[src/common/robot_pkg.sv]
/* Shared types of the drive chain
 * Velocities use the 17-bit sign-magnitude format, 8 integer and 8 fraction bits
 * A negative zero is legal on input and reads as zero
 */
package robot_pkg;

	// ==================================================
	// Fixed-point format and sizes
	// ==================================================
	localparam int FIX_WIDTH  = 17;  // Sign + integer + fraction
	localparam int FRAC_BITS  = 8;
	localparam int NUM_WHEELS = 4;
	localparam int DUTY_WIDTH = 8;   // Duty and speed count width

	// One velocity component as the host sends it
	typedef struct packed {
		logic                             sign;     // 1 = negative
		logic [FIX_WIDTH-FRAC_BITS-2:0]   mag_int;  // Integer magnitude
		logic [FRAC_BITS-1:0]             frac;     // Fraction
	} fix_t;

	// Body velocity command
	typedef struct packed {
		fix_t vx;  // Forward
		fix_t vy;  // Sideways
		fix_t wz;  // Rotation
	} twist_t;

	// ==================================================
	// Motor bridge encoding
	// ==================================================
	// Bit order is {IN1, IN2} of the H-bridge, 11 would brake
	typedef enum logic [1:0] {
		DIR_STOP = 2'b00,
		DIR_REV  = 2'b01,
		DIR_FWD  = 2'b10
	} motor_dir_t;

	// Target of one wheel
	typedef struct packed {
		motor_dir_t              dir;
		logic [DUTY_WIDTH-1:0]   duty;  // High strobes per 256
	} wheel_cmd_t;

	// Index 0 is wheel 1
	typedef wheel_cmd_t [NUM_WHEELS-1:0] wheel_cmds_t;

	// Encoder counts per window, one byte per wheel
	typedef logic [NUM_WHEELS-1:0][DUTY_WIDTH-1:0] wheel_speeds_t;

endpackage
[src/hw/robot_drive.sv]
`timescale 1ns/1ps
/* Open-loop mecanum drive chain, four wheels
 * cmd is taken only with cmd_load and reaches the motors at the next PWM period
 * phase_a may be asynchronous, encoder phase B is not used
 */
module robot_drive #(
	parameter int PWM_PRESCALE  = 2048,    // ~41 us strobe at 50 MHz
	parameter int WINDOW_CYCLES = 2**23    // ~167 ms speed window
) (
	input  logic                                             clock_50,
	input  logic                                             rst_n,
	input  robot_pkg::twist_t                                cmd,
	input  logic                                             cmd_load,
	input  logic [robot_pkg::NUM_WHEELS-1:0]                 phase_a,
	output logic [robot_pkg::NUM_WHEELS-1:0]                 pwm,
	output robot_pkg::motor_dir_t [robot_pkg::NUM_WHEELS-1:0] dir,
	output robot_pkg::wheel_speeds_t                         speed
);
	import robot_pkg::*;

	// ==================================================
	// Internal signals
	// ==================================================
	logic        pwm_strobe;   // One cycle every PWM_PRESCALE
	logic        window_tick;  // End of speed window
	wheel_cmds_t wheel_cmds;   // Per-wheel targets

	// ==================================================
	// Timebase
	// ==================================================
	tick_generator #(
		.PWM_PRESCALE  (PWM_PRESCALE),
		.WINDOW_CYCLES (WINDOW_CYCLES)
	) u_ticks (
		.clock_50    (clock_50),
		.rst_n       (rst_n),
		.pwm_strobe  (pwm_strobe),
		.window_tick (window_tick)
	);

	// Body command to wheel targets, 2 cycles
	mecanum_kinematics u_kin (
		.clock_50   (clock_50),
		.rst_n      (rst_n),
		.cmd        (cmd),
		.cmd_load   (cmd_load),
		.wheel_cmds (wheel_cmds)
	);

	// ==================================================
	// Wheels
	// ==================================================
	for (genvar i = 0; i < NUM_WHEELS; i++) begin : g_wheel
		pwm_driver u_pwm (
			.clock_50   (clock_50),
			.rst_n      (rst_n),
			.pwm_strobe (pwm_strobe),
			.wheel_cmd  (wheel_cmds[i]),
			.pwm        (pwm[i]),
			.dir        (dir[i])
		);

		// Speed feedback only reported, no regulation
		encoder_counter u_enc (
			.clock_50    (clock_50),
			.rst_n       (rst_n),
			.window_tick (window_tick),
			.phase_a     (phase_a[i]),
			.speed       (speed[i])
		);
	end

endmodule

[src/wheel/encoder_counter.sv]
`timescale 1ns/1ps
/* Rising edges of encoder phase A counted per speed window
 * Count saturates at 255 and is held in speed until the next window_tick
 * Pulses must be at least 2 clock cycles high and low to be seen
 */
module encoder_counter (
	input  logic                                clock_50,
	input  logic                                rst_n,
	input  logic                                window_tick,
	input  logic                                phase_a,
	output logic [robot_pkg::DUTY_WIDTH-1:0]    speed
);
	import robot_pkg::*;

	logic [2:0]            sync;   // Synchronizer in [1:0] and last level in [2]
	logic                  rise;
	logic [DUTY_WIDTH-1:0] count;

	// ==================================================
	// Synchronizer and edge detect
	// ==================================================
	always_ff @(posedge clock_50 or negedge rst_n) begin
		if (!rst_n)
			sync <= '0;
		else
			sync <= {sync[1:0], phase_a};
	end

	assign rise = sync[1] & ~sync[2];

	// ==================================================
	// Window counter and latch
	// ==================================================
	always_ff @(posedge clock_50 or negedge rst_n) begin
		if (!rst_n) begin
			count <= '0;
			speed <= '0;
		end else if (window_tick) begin
			speed <= count;               // Already clipped
			count <= DUTY_WIDTH'(rise);   // Edge on tick opens new window
		end else if (rise && count != '1) begin
			count <= count + 1'b1;
		end
	end

endmodule

[src/wheel/pwm_driver.sv]
`timescale 1ns/1ps
/* 8-bit PWM and direction for one wheel, period of 256 strobes
 * Target is sampled only at the first strobe of a period, so no runt pulses
 * Duty 255 still leaves one low strobe per period
 */
module pwm_driver (
	input  logic                  clock_50,
	input  logic                  rst_n,
	input  logic                  pwm_strobe,
	input  robot_pkg::wheel_cmd_t wheel_cmd,
	output logic                  pwm,
	output robot_pkg::motor_dir_t dir
);
	import robot_pkg::*;

	logic [DUTY_WIDTH-1:0] phase;         // Strobe index in period
	logic [DUTY_WIDTH-1:0] duty_q;        // Duty of running period
	logic [DUTY_WIDTH-1:0] duty_next;
	logic                  period_start;

	assign period_start = (phase == '0);
	// New duty applies to the first interval already
	assign duty_next = period_start ? wheel_cmd.duty : duty_q;

	// ==================================================
	// Phase counter and output register
	// ==================================================
	always_ff @(posedge clock_50 or negedge rst_n) begin
		if (!rst_n) begin
			phase  <= '0;
			duty_q <= '0;
			dir    <= DIR_STOP;
			pwm    <= 1'b0;
		end else if (pwm_strobe) begin
			phase <= phase + 1'b1;       // Wraps after 256
			pwm   <= (phase < duty_next); // High for first duty strobes
			if (period_start) begin
				duty_q <= wheel_cmd.duty;
				dir    <= wheel_cmd.dir;
			end
		end
	end

	// ==================================================
	// Checks
	// ==================================================
	// Brake code would short the bridge
	a_dir_legal: assert property (@(posedge clock_50) disable iff (!rst_n)
		dir != 2'b11);

	a_no_drive_at_zero: assert property (@(posedge clock_50) disable iff (!rst_n)
		pwm |-> (duty_q != '0));

endmodule

[src/hw/mecanum_kinematics.sv]
`timescale 1ns/1ps
/* Mecanum mixing with the geometry factor fixed at one, 2-cycle latency
 * Integer part of each wheel sum is truncated toward zero and clipped at 255
 * Sums below one count give DIR_STOP with zero duty
 */
module mecanum_kinematics (
	input  logic                   clock_50,
	input  logic                   rst_n,
	input  robot_pkg::twist_t      cmd,
	input  logic                   cmd_load,
	output robot_pkg::wheel_cmds_t wheel_cmds
);
	import robot_pkg::*;

	localparam int SUM_W = FIX_WIDTH + 2;  // Headroom for three terms

	typedef logic signed [SUM_W-1:0] sum_t;

	// Sign-magnitude to two's complement
	function automatic logic signed [FIX_WIDTH-1:0] to_signed(fix_t f);
		logic signed [FIX_WIDTH-1:0] mag;
		mag = {1'b0, f.mag_int, f.frac};
		return f.sign ? -mag : mag;
	endfunction

	// Wheel sum to direction and clipped duty
	function automatic wheel_cmd_t to_wheel(sum_t s);
		sum_t       mag;
		wheel_cmd_t w;
		mag = s[SUM_W-1] ? -s : s;
		if (mag[SUM_W-1:FRAC_BITS+DUTY_WIDTH] != '0)
			w.duty = '1;                               // Saturate
		else
			w.duty = mag[FRAC_BITS +: DUTY_WIDTH];     // Drop fraction
		if (w.duty == '0)
			w.dir = DIR_STOP;
		else if (s[SUM_W-1])
			w.dir = DIR_REV;
		else
			w.dir = DIR_FWD;
		return w;
	endfunction

	// ==================================================
	// Stage 1, capture command
	// ==================================================
	logic                        s1_valid;
	logic signed [FIX_WIDTH-1:0] vx_q, vy_q, wz_q;

	always_ff @(posedge clock_50 or negedge rst_n) begin
		if (!rst_n)
			s1_valid <= 1'b0;
		else
			s1_valid <= cmd_load;
	end

	always_ff @(posedge clock_50) begin
		if (cmd_load) begin
			vx_q <= to_signed(cmd.vx);
			vy_q <= to_signed(cmd.vy);
			wz_q <= to_signed(cmd.wz);
		end
	end

	// ==================================================
	// Stage 2, mix and saturate
	// ==================================================
	sum_t vx_e, vy_e, wz_e;
	sum_t sums [NUM_WHEELS];

	always_comb begin
		vx_e    = vx_q;                  // Sign-extended
		vy_e    = vy_q;
		wz_e    = wz_q;
		sums[0] = vx_e + vy_e + wz_e;    // Wheel 1
		sums[1] = vx_e - vy_e - wz_e;    // Wheel 2
		sums[2] = vx_e - vy_e + wz_e;    // Wheel 3
		sums[3] = vx_e + vy_e - wz_e;    // Wheel 4
	end

	always_ff @(posedge clock_50 or negedge rst_n) begin
		if (!rst_n) begin
			wheel_cmds <= '0;
		end else if (s1_valid) begin
			for (int i = 0; i < NUM_WHEELS; i++)
				wheel_cmds[i] <= to_wheel(sums[i]);
		end
	end

	// Stopped wheel never carries drive
	for (genvar i = 0; i < NUM_WHEELS; i++) begin : g_chk
		a_stop_zero: assert property (@(posedge clock_50) disable iff (!rst_n)
			(wheel_cmds[i].dir == DIR_STOP) |-> (wheel_cmds[i].duty == '0));
	end

endmodule

[src/hw/tick_generator.sv]
`timescale 1ns/1ps
/* Free-running PWM strobe and speed-window tick, both one cycle wide
 * Both periods must be at least 2 cycles
 */
module tick_generator #(
	parameter int PWM_PRESCALE  = 2048,
	parameter int WINDOW_CYCLES = 2**23
) (
	input  logic clock_50,
	input  logic rst_n,
	output logic pwm_strobe,
	output logic window_tick
);

	// Shared counter width, sized for the longer period
	localparam int MAX_PERIOD = (PWM_PRESCALE > WINDOW_CYCLES) ? PWM_PRESCALE : WINDOW_CYCLES;
	localparam int CW         = $clog2(MAX_PERIOD);
	localparam int PERIODS [2] = '{PWM_PRESCALE, WINDOW_CYCLES};

	// ==================================================
	// Wrap-around counters, 0 = PWM, 1 = window
	// ==================================================
	for (genvar k = 0; k < 2; k++) begin : g_tick
		logic [CW-1:0] cnt;
		logic          pulse;  // Registered wrap flag

		always_ff @(posedge clock_50 or negedge rst_n) begin
			if (!rst_n) begin
				cnt   <= '0;
				pulse <= 1'b0;
			end else if (cnt == CW'(PERIODS[k] - 1)) begin
				cnt   <= '0;    // Wrap
				pulse <= 1'b1;
			end else begin
				cnt   <= cnt + 1'b1;
				pulse <= 1'b0;
			end
		end

		// Downstream counts one event per pulse
		a_single_pulse: assert property (@(posedge clock_50) disable iff (!rst_n)
			pulse |=> !pulse);
	end

	assign pwm_strobe  = g_tick[0].pulse;
	assign window_tick = g_tick[1].pulse;

endmodule

[config.mk]
export PLATFORM = sky130hd
export DESIGN_NAME = robot_drive
export DESIGN_NICKNAME = d
export VERILOG_FILES = /design/src/common/robot_pkg.sv /design/src/hw/robot_drive.sv /design/src/wheel/encoder_counter.sv /design/src/wheel/pwm_driver.sv /design/src/hw/mecanum_kinematics.sv /design/src/hw/tick_generator.sv
export SDC_FILE = /design/constraint.sdc
export NUM_CORES = 1
export LEC_CHECK = 0
export ABC_CLOCK_PERIOD_IN_PS = 5350
export BUFFER_PORTS_ARGS = -buffer_cell sky130_fd_sc_hd__buf_4
export CAP_MARGIN = 0
export CORE_ASPECT_RATIO = 0.7
export CORE_MARGIN = 5
export CORE_UTILIZATION = 35
export DETAILED_ROUTE_END_ITERATION = 10
export MAX_ROUTING_LAYER = met4
export SKIP_LAST_GASP = 1
export SLEW_MARGIN = 30
export SYNTH_ARGS = -nofsm -noshare
export SYNTH_HDL_FRONTEND = slang
export SYNTH_HIERARCHICAL = 1
export SYNTH_SLANG_ARGS = --single-unit
[constraint.sdc]
create_clock -name clock_50 -period 5.35 [get_ports clock_50]
set_clock_uncertainty 0.05 [all_clocks]
set_input_delay 0 -clock clock_50 [delete_from_list [all_inputs] [get_ports clock_50]]
set_output_delay 0 -clock clock_50 [all_outputs]
set_load 0.02 [all_outputs]
# After elaboration in Yosys (flattened, before gate mapping)
# Cells that the tools add are included.
dict set report word_totals {
  regBits 292
  out_inout_bits 44
  word_cells 151
}
dict set report classes {
  n_bitwise 8
  n_lt_le_gt_ge 4
  mux 39
  n_eq_ne 6
  reduce_logical 24
  addsub 23
}
# cell n
set ops {}
lappend ops {{8-bit two-way mux} 20}
lappend ops {{19-bit two-way mux} 4}
lappend ops {{19-bit negator} 4}
lappend ops {{8-bit by 1-bit adder with 8-bit output (second input constant)} 8}
lappend ops {{8-bit logical NOT} 8}
lappend ops {{16-bit negator with 17-bit output} 3}
lappend ops {{16-bit two-way mux} 3}
lappend ops {{23-bit by 1-bit adder with 23-bit output (second input constant)} 2}
lappend ops {{23-bit two-way mux} 2}
lappend ops {{18-bit by 17-bit adder with 19-bit output} 2}
lappend ops {{18-bit by 17-bit subtractor with 19-bit output} 2}
lappend ops {{8-bit less-than comparator} 4}
lappend ops {{8-bit inequality test (second input constant)} 4}
lappend ops {{23-bit by 11-bit == test with 1-bit output (second input constant)} 1}
lappend ops {{23-bit == test (second input constant)} 1}
lappend ops {{17-bit by 17-bit adder with 18-bit output} 1}
lappend ops {{17-bit by 17-bit subtractor with 18-bit output} 1}
lappend ops {{2-bit two-way mux} 8}
lappend ops {{3-bit nonzero test} 4}
lappend ops {{2-bit AND reduction} 4}
lappend ops {{2-bit nonzero test} 4}
lappend ops {{1-bit AND} 4}
lappend ops {{1-bit logical AND} 4}
lappend ops {{1-bit NOT} 4}
lappend ops {{1-bit two-way mux} 2}

# Depth between registers and ports, before layout
dict set report depth {
  depth_word 9
  mapped_depth 26
  ltp_nobuf 24
}

# Cells and area by module
# The synthesis kept the hierarchy.
# module n_inst seq_area_each_um2 area_each_um2 cells_per_inst
set modules_own_cells {}
lappend modules_own_cells {mecanum_kinematics 1 2557.5 10890.4 1324}
lappend modules_own_cells {pwm_driver 4 475.5 1093.5 86}
lappend modules_own_cells {encoder_counter 4 475.5 822.0 66}
lappend modules_own_cells {tick_generator 1 1201.2 2198.4 200}

# Worst setup path before layout
# Ideal clock, no wire load.
dict set report synth_timing {
  path_kind {flip-flop to flip-flop}
  from {register u_kin.vx_q[0]}
  to {register, netlist name u_kin/wheel_cmds[29]}
  t_arrival_ns 4.757
  period_less_slack_ns 4.952
  stages_incl_launch_ff 26
  n_path_buf 1
  path_slack_ns 0.398
  cell_sequence {edfxtp_1 > inv_1 > ha_1 > inv_1 > fa_1 > a21o_1 > a21oi_1 > o21ai_0 > a21oi_1 > o21bai_1 > a21oi_1 > o21ai_0 > nor2_1 > xnor2_1 > ha_1 > clkbuf_1 > inv_1 > a21oi_1 > o31ai_1 > o21ai_1 > o31a_1 > a311o_1 > o32ai_2 > o21ai_1 > a2111oi_2 > a32oi_1}
}
dict set report synth_via {
  elab_chain_cells 9
  elab_cells_between_ends 10
  classes_between {3 x add/sub; 5 x mux; 2 x reduce/logical}
}
# element line_no
set synth_rtl {}
lappend synth_rtl {{from (decl)} mecanum_kinematics.sv:48} ;# logic signed [FIX_WIDTH-1:0] vx_q, vy_q, wz_q;
lappend synth_rtl {{from (signal assigned)} mecanum_kinematics.sv:59} ;# vx_q <= to_signed(cmd.vx);
lappend synth_rtl {{17-bit by 17-bit subtractor with 18-bit output *} mecanum_kinematics.sv:77} ;# sums[2] = vx_e - vy_e + wz_e;
lappend synth_rtl {{18-bit by 17-bit adder with 19-bit output *} mecanum_kinematics.sv:77}
lappend synth_rtl {{19-bit negator} mecanum_kinematics.sv:30} ;# mag = s[SUM_W-1] ? -s : s;
lappend synth_rtl {{19-bit two-way mux} mecanum_kinematics.sv:30}
lappend synth_rtl {{3-bit nonzero test} mecanum_kinematics.sv:31} ;# if (mag[SUM_W-1:FRAC_BITS+DUTY_WIDTH] != '0)
lappend synth_rtl {{8-bit two-way mux} mecanum_kinematics.sv:31}
lappend synth_rtl {{8-bit two-way mux} mecanum_kinematics.sv:84} ;# end else if (s1_valid) begin
lappend synth_rtl {{8-bit logical NOT} mecanum_kinematics.sv:35} ;# if (w.duty == '0)
lappend synth_rtl {{2-bit two-way mux *} mecanum_kinematics.sv:35}
# Mark *: on every way between the ends. The rest lies on a longest branch, timed or not. The select of a mux whose other input is x is not followed.
# A chain may end at the register's enable or synchronous reset.

# Final worst setup path
dict set report layout_timing {
  from {register u_kin.vy_q[0]}
  to {register, netlist name u_kin/wheel_cmds[38]}
}
dict set report layout_via {
  elab_chain_cells 9
  elab_cells_between_ends 10
  classes_between {3 x add/sub; 5 x mux; 2 x reduce/logical}
}
# element line_no
set layout_rtl {}
lappend layout_rtl {{from (decl)} mecanum_kinematics.sv:48}
lappend layout_rtl {{from (signal assigned)} mecanum_kinematics.sv:60} ;# vy_q <= to_signed(cmd.vy);
lappend layout_rtl {{17-bit by 17-bit adder with 18-bit output *} mecanum_kinematics.sv:78} ;# sums[3] = vx_e + vy_e - wz_e;
lappend layout_rtl {{18-bit by 17-bit subtractor with 19-bit output *} mecanum_kinematics.sv:78}
lappend layout_rtl {{19-bit negator} mecanum_kinematics.sv:30}
lappend layout_rtl {{19-bit two-way mux} mecanum_kinematics.sv:30}
lappend layout_rtl {{3-bit nonzero test} mecanum_kinematics.sv:31}
lappend layout_rtl {{8-bit two-way mux} mecanum_kinematics.sv:31}
lappend layout_rtl {{8-bit two-way mux} mecanum_kinematics.sv:84}
lappend layout_rtl {{8-bit logical NOT} mecanum_kinematics.sv:35}
lappend layout_rtl {{2-bit two-way mux *} mecanum_kinematics.sv:35}
# Marked as above.

==> summary.md <==
| Metric | Value |
|---|---|
| Status | `completed` |
| Vias in the first global route | `16,039` |
| Post-synthesis instance total | `2,132` |
| Cts bufs inserted | `31` |
| Crit path max fanout | `5` |
| Total power | `about 11,000 µW` |
| Area Growth Syn to Fin | `22.18%` |
| M1 WL | `26,680 µm` |
| Critical path class | `reg -> reg` |
| Yosys warns | `6` |
| Std cell rows | `74` |
| RSZ-0062 raised after global routing | `true` |
| Initial cell density of the core | `35.46%` |
| Ys flop type | `dfrtp_1` |
| Placer Congestion | `between 0.9 and 1` |
| Met2 WL post-DR | `between 20,000 and 25,000 µm` |
| Max IR drop VDD | `between 0.2 and 0.3 mV` |
| Clock Tree Buf Depth | `3` |
| Register area share after synthesis | `36.44%` |
| Fill cell count | `about 5,600` |
| Routed wl met3 | `between 2000 and 3000 µm` |
| Number of remaining DRC errors | `0` |
| Post-DP HPWL | `39,280 µm` |
| Clock sink count | `292` |
| Die footprint | `about 64,000 µm²` |
| Fin. max-slew vios | `0` |
| CP Data Arrival Time | `5620 ps` |
| Setup TNS Final | `0 ps` |
| Number of synthesized flops with an enable pin | `about 50` |
| CTS Root Buffer Type | `clkbuf_16` |
| Vias per cell | `5.321` |
| Gr usage total | `about 16%` |
| Via count | `17,032` |
| Die height | `213.7 µm` |
| First DRT Iteration DRCs | `approximately 1,200` |
| Tightest Pin Transition | `between 800 and 900 ps` |
| Tmin final | `5246 ps` |
| Distinct cells, synth | `slightly above 100` |
| CTS tree | `built` |
| GR Overflow Total | `0` |
| Syn_nets | `2,348` |
| Pin count of the biggest net entering global routing | `around 100` |
| Max-Cap Viols | `0` |
| Worst Hold Class | `in -> async` |
| Syn avg cell area | `9.733 µm²` |
| Top cell type's share of synthesized area | `between 20% and 30%` |
| Pre-antenna DRT Iters | `8` |
| Final core occ | `between 40% and 50%` |
| Worst setup margin | `about 100 ps` |
| I/O pins | `102` |
| WL/cell | `16.24 µm` |
| Layout Nets | `2,594` |
| Pleak | `between 0.01 and 0.015 µW` |
| Clk pin slew, worst setup/hold paths | `approximately 60 ps` |
| First-pass GRT wire length | `around 85,000 µm` |
| Placement Setup Slack | `-121.5 ps` |
| FFs w/ async S/R, synth | `about 83%` |
| Port Buf Inserts | `101` |
| Clk_lat worst skew | `about 590 ps` |
| Mapped cell area | `20,750 µm²` |
| Top Layer Used | `met4` |
| Final hold vios | `0` |
| Final setup viols | `0` |
| Most frequent cells in the layout | `dfrtp_1, nor2_1, buf_4, ha_1, xnor2_1` |
| CTS HTree Levels | `1` |
| Commonest non-fill, non-tap cell in the layout | `dfrtp_1` |
| Max Clock Freq | `approximately 190 MHz` |
| Synth top area cells | `dfrtp_1, ha_1, edfxtp_1, xnor2_1, nor2_1` |
| Worst setup SP type | `register` |
| Pwr Density | `437.1 nW/µm²` |
| Period utilization | `98.06%` |
| DP Area | `approximately 23,000 µm²` |
| DRT antenna net count | `0` |
| Type of destination of the critical path | `register` |
| Antenna diodes | `0` |
| Routed wire length | `51,980 µm` |
| Layout cell share with drive strength beyond 1 | `18.93%` |
| Post-layout instance area | `25,350 µm²` |
| Register bit total from synthesis | `292` |
| Leading area contributor after synthesis | `dfrtp_1` |
| Max-slew headroom | `between 40% and 50%` |
| Required @ worst endpoint | `5720 ps` |
| Area of the core | `around 60,000 µm²` |
| Antenna violations before repair | `0` |
| Die W | `approximately 300 µm` |
kinds of logic (layout without fill, tap and decap cells):
family	Yosys count	count (layout)	synth area share, %
and+or+nand+nor	707	707	18.64
AOI/OAI and AO/OA	477	477	16.33
DFF	292	292	36.44
xor gates and xnor gates	192	192	8.104
buffers and inverters	186	457	3.774
adders and majority gates	158	158	9.744
muxes	120	120	6.970
cell type report:
| type | instances | area [µm²] | area share (%) |
|---|---|---|---|
| timing repair buffer | 276 | 2342 | 9.238 |
| tap | 798 | 998.5 | 3.938 |
| clock inverter | 15 | 182.7 | 0.7205 |
| inverter | 123 | 469.2 | 1.851 |
| multi-input combinational | 1654 | 12850 | 50.69 |
| sequential | 292 | 7566 | 29.84 |
| clock buffer | 43 | 944.7 | 3.726 |
worst paths after layout:
check | slack [ps] | start | depth (start not counted) | to
worst max-delay path | 100 | u_kin/vy_q[0]$_DFFE_PP_ | 22 | u_kin/wheel_cmds[38]$_DFFE_PN0P_
worst min-delay path | 2 | rst_n | 2 | u_kin/wheel_cmds[10]$_DFFE_PN0P_
worst max register to register | 100 | u_kin/vy_q[0]$_DFFE_PP_ | 22 | u_kin/wheel_cmds[38]$_DFFE_PN0P_
worst min register to register | 300 | g_wheel[2].u_enc/sync[0]$_DFF_PN0_ | 0 | g_wheel[2].u_enc/sync[1]$_DFF_PN0_
max in group asynchronous | 4060 | rst_n | 3 | u_ticks/pwm_strobe$_DFF_PN0_
min in group clock_50 | 30 | phase_a[0] | 2 | g_wheel[0].u_enc/sync[0]$_DFF_PN0_
timing repair:
item / in CTS / in global routing
buffers inserted: 4 / 16
hold buffers: 99 / 0
resized for setup: 8 / 85
endpoints found under the setup margin: 16 / 40
endpoints found under the hold margin: 208 / 0
gates cloned: 0 / 0
pin swaps: 1 / 29
per-layer routing:
metal	GRT usage [%]	up-vias
met5	-	-
met4	3.873	0
met3	1.953	78
met2	22.93	412
met1	24.64	8242
li1	-	8300
per-stage QoR:
step | hold WS [ps] | std cells
6_report | 1.621 | 3201
5_1_grt | 16.95 | 3201
4_1_cts | 5.441 | 3185
3_5_place_dp | 52.98 | 3024
3_3_place_gp | 31.10 | 3024
2_1_floorplan | -345.6 | 2132
cell usage after synthesis, types with 10 or more instances:
cell type,instances
a2111oi_0,11
a211o_1,12
a211oi_1,19
a21o_1,17
a21oi_1,93
a31oi_1,38
and2_1,10
and3_1,22
clkbuf_1,39
dfrtp_1,241
edfxtp_1,51
ha_1,152
inv_1,120
mux2_2,32
mux2_4,41
mux2i_1,47
nand2_1,124
nand2b_1,21
nand3_1,75
nand3b_1,11
nand4_1,29
nor2_1,189
nor2b_1,27
nor3_1,66
nor4_1,18
o211ai_1,18
o21a_1,12
o21ai_0,88
o21bai_1,11
o31a_1,11
o31ai_1,28
or2_2,12
or3_1,27
or4_1,10
xnor2_1,139
xor2_1,53
where the power goes:
part / total (µW) / leakage [µW] / switching (µW) / internal (µW)
Clock: 2300 / 0.000552 / 915 / 1390
Sequential: 2760 / 0.00362 / 264 / 2490
Combinational: 6020 / 0.00699 / 3480 / 2540
state kept, by name, summed over array words and instances, names as in the netlist:
register,count
g_wheel.u_pwm/duty_q,32
u_ticks/g_tick.cnt,46
u_kin/wheel_cmds,40
u_ticks/pwm_strobe,1
g_wheel.u_enc/count,32
u_kin/wz_q,17
g_wheel.u_pwm/pwm,4
g_wheel.u_enc/speed,32
u_kin/s1_valid,1
g_wheel.u_pwm/phase,32
u_kin/vx_q,17
u_kin/vy_q,17
g_wheel.u_enc/sync,12
g_wheel.u_pwm/dir,8
u_ticks/window_tick,1
worst max-delay path, stage by stage (launching register included):
cell	delay, ps
edfxtp_1	410
ha_2	220
fa_2	340
nor2b_1	140
o21bai_1	180
a21oi_1	100
o21bai_1	200
a21oi_1	100
o21bai_1	260
a221oi_2	120
nor2_1	160
xor2_1	270
ha_1	290
and3_4	170
and2_4	160
a221o_1	330
a21oi_4	250
o21ai_1	90
nand2_1	100
xnor2_1	120
or4b_4	590
a2111oi_4	340
a211oi_1	90
No activity file was read; power rests on OpenSTA's default activity.
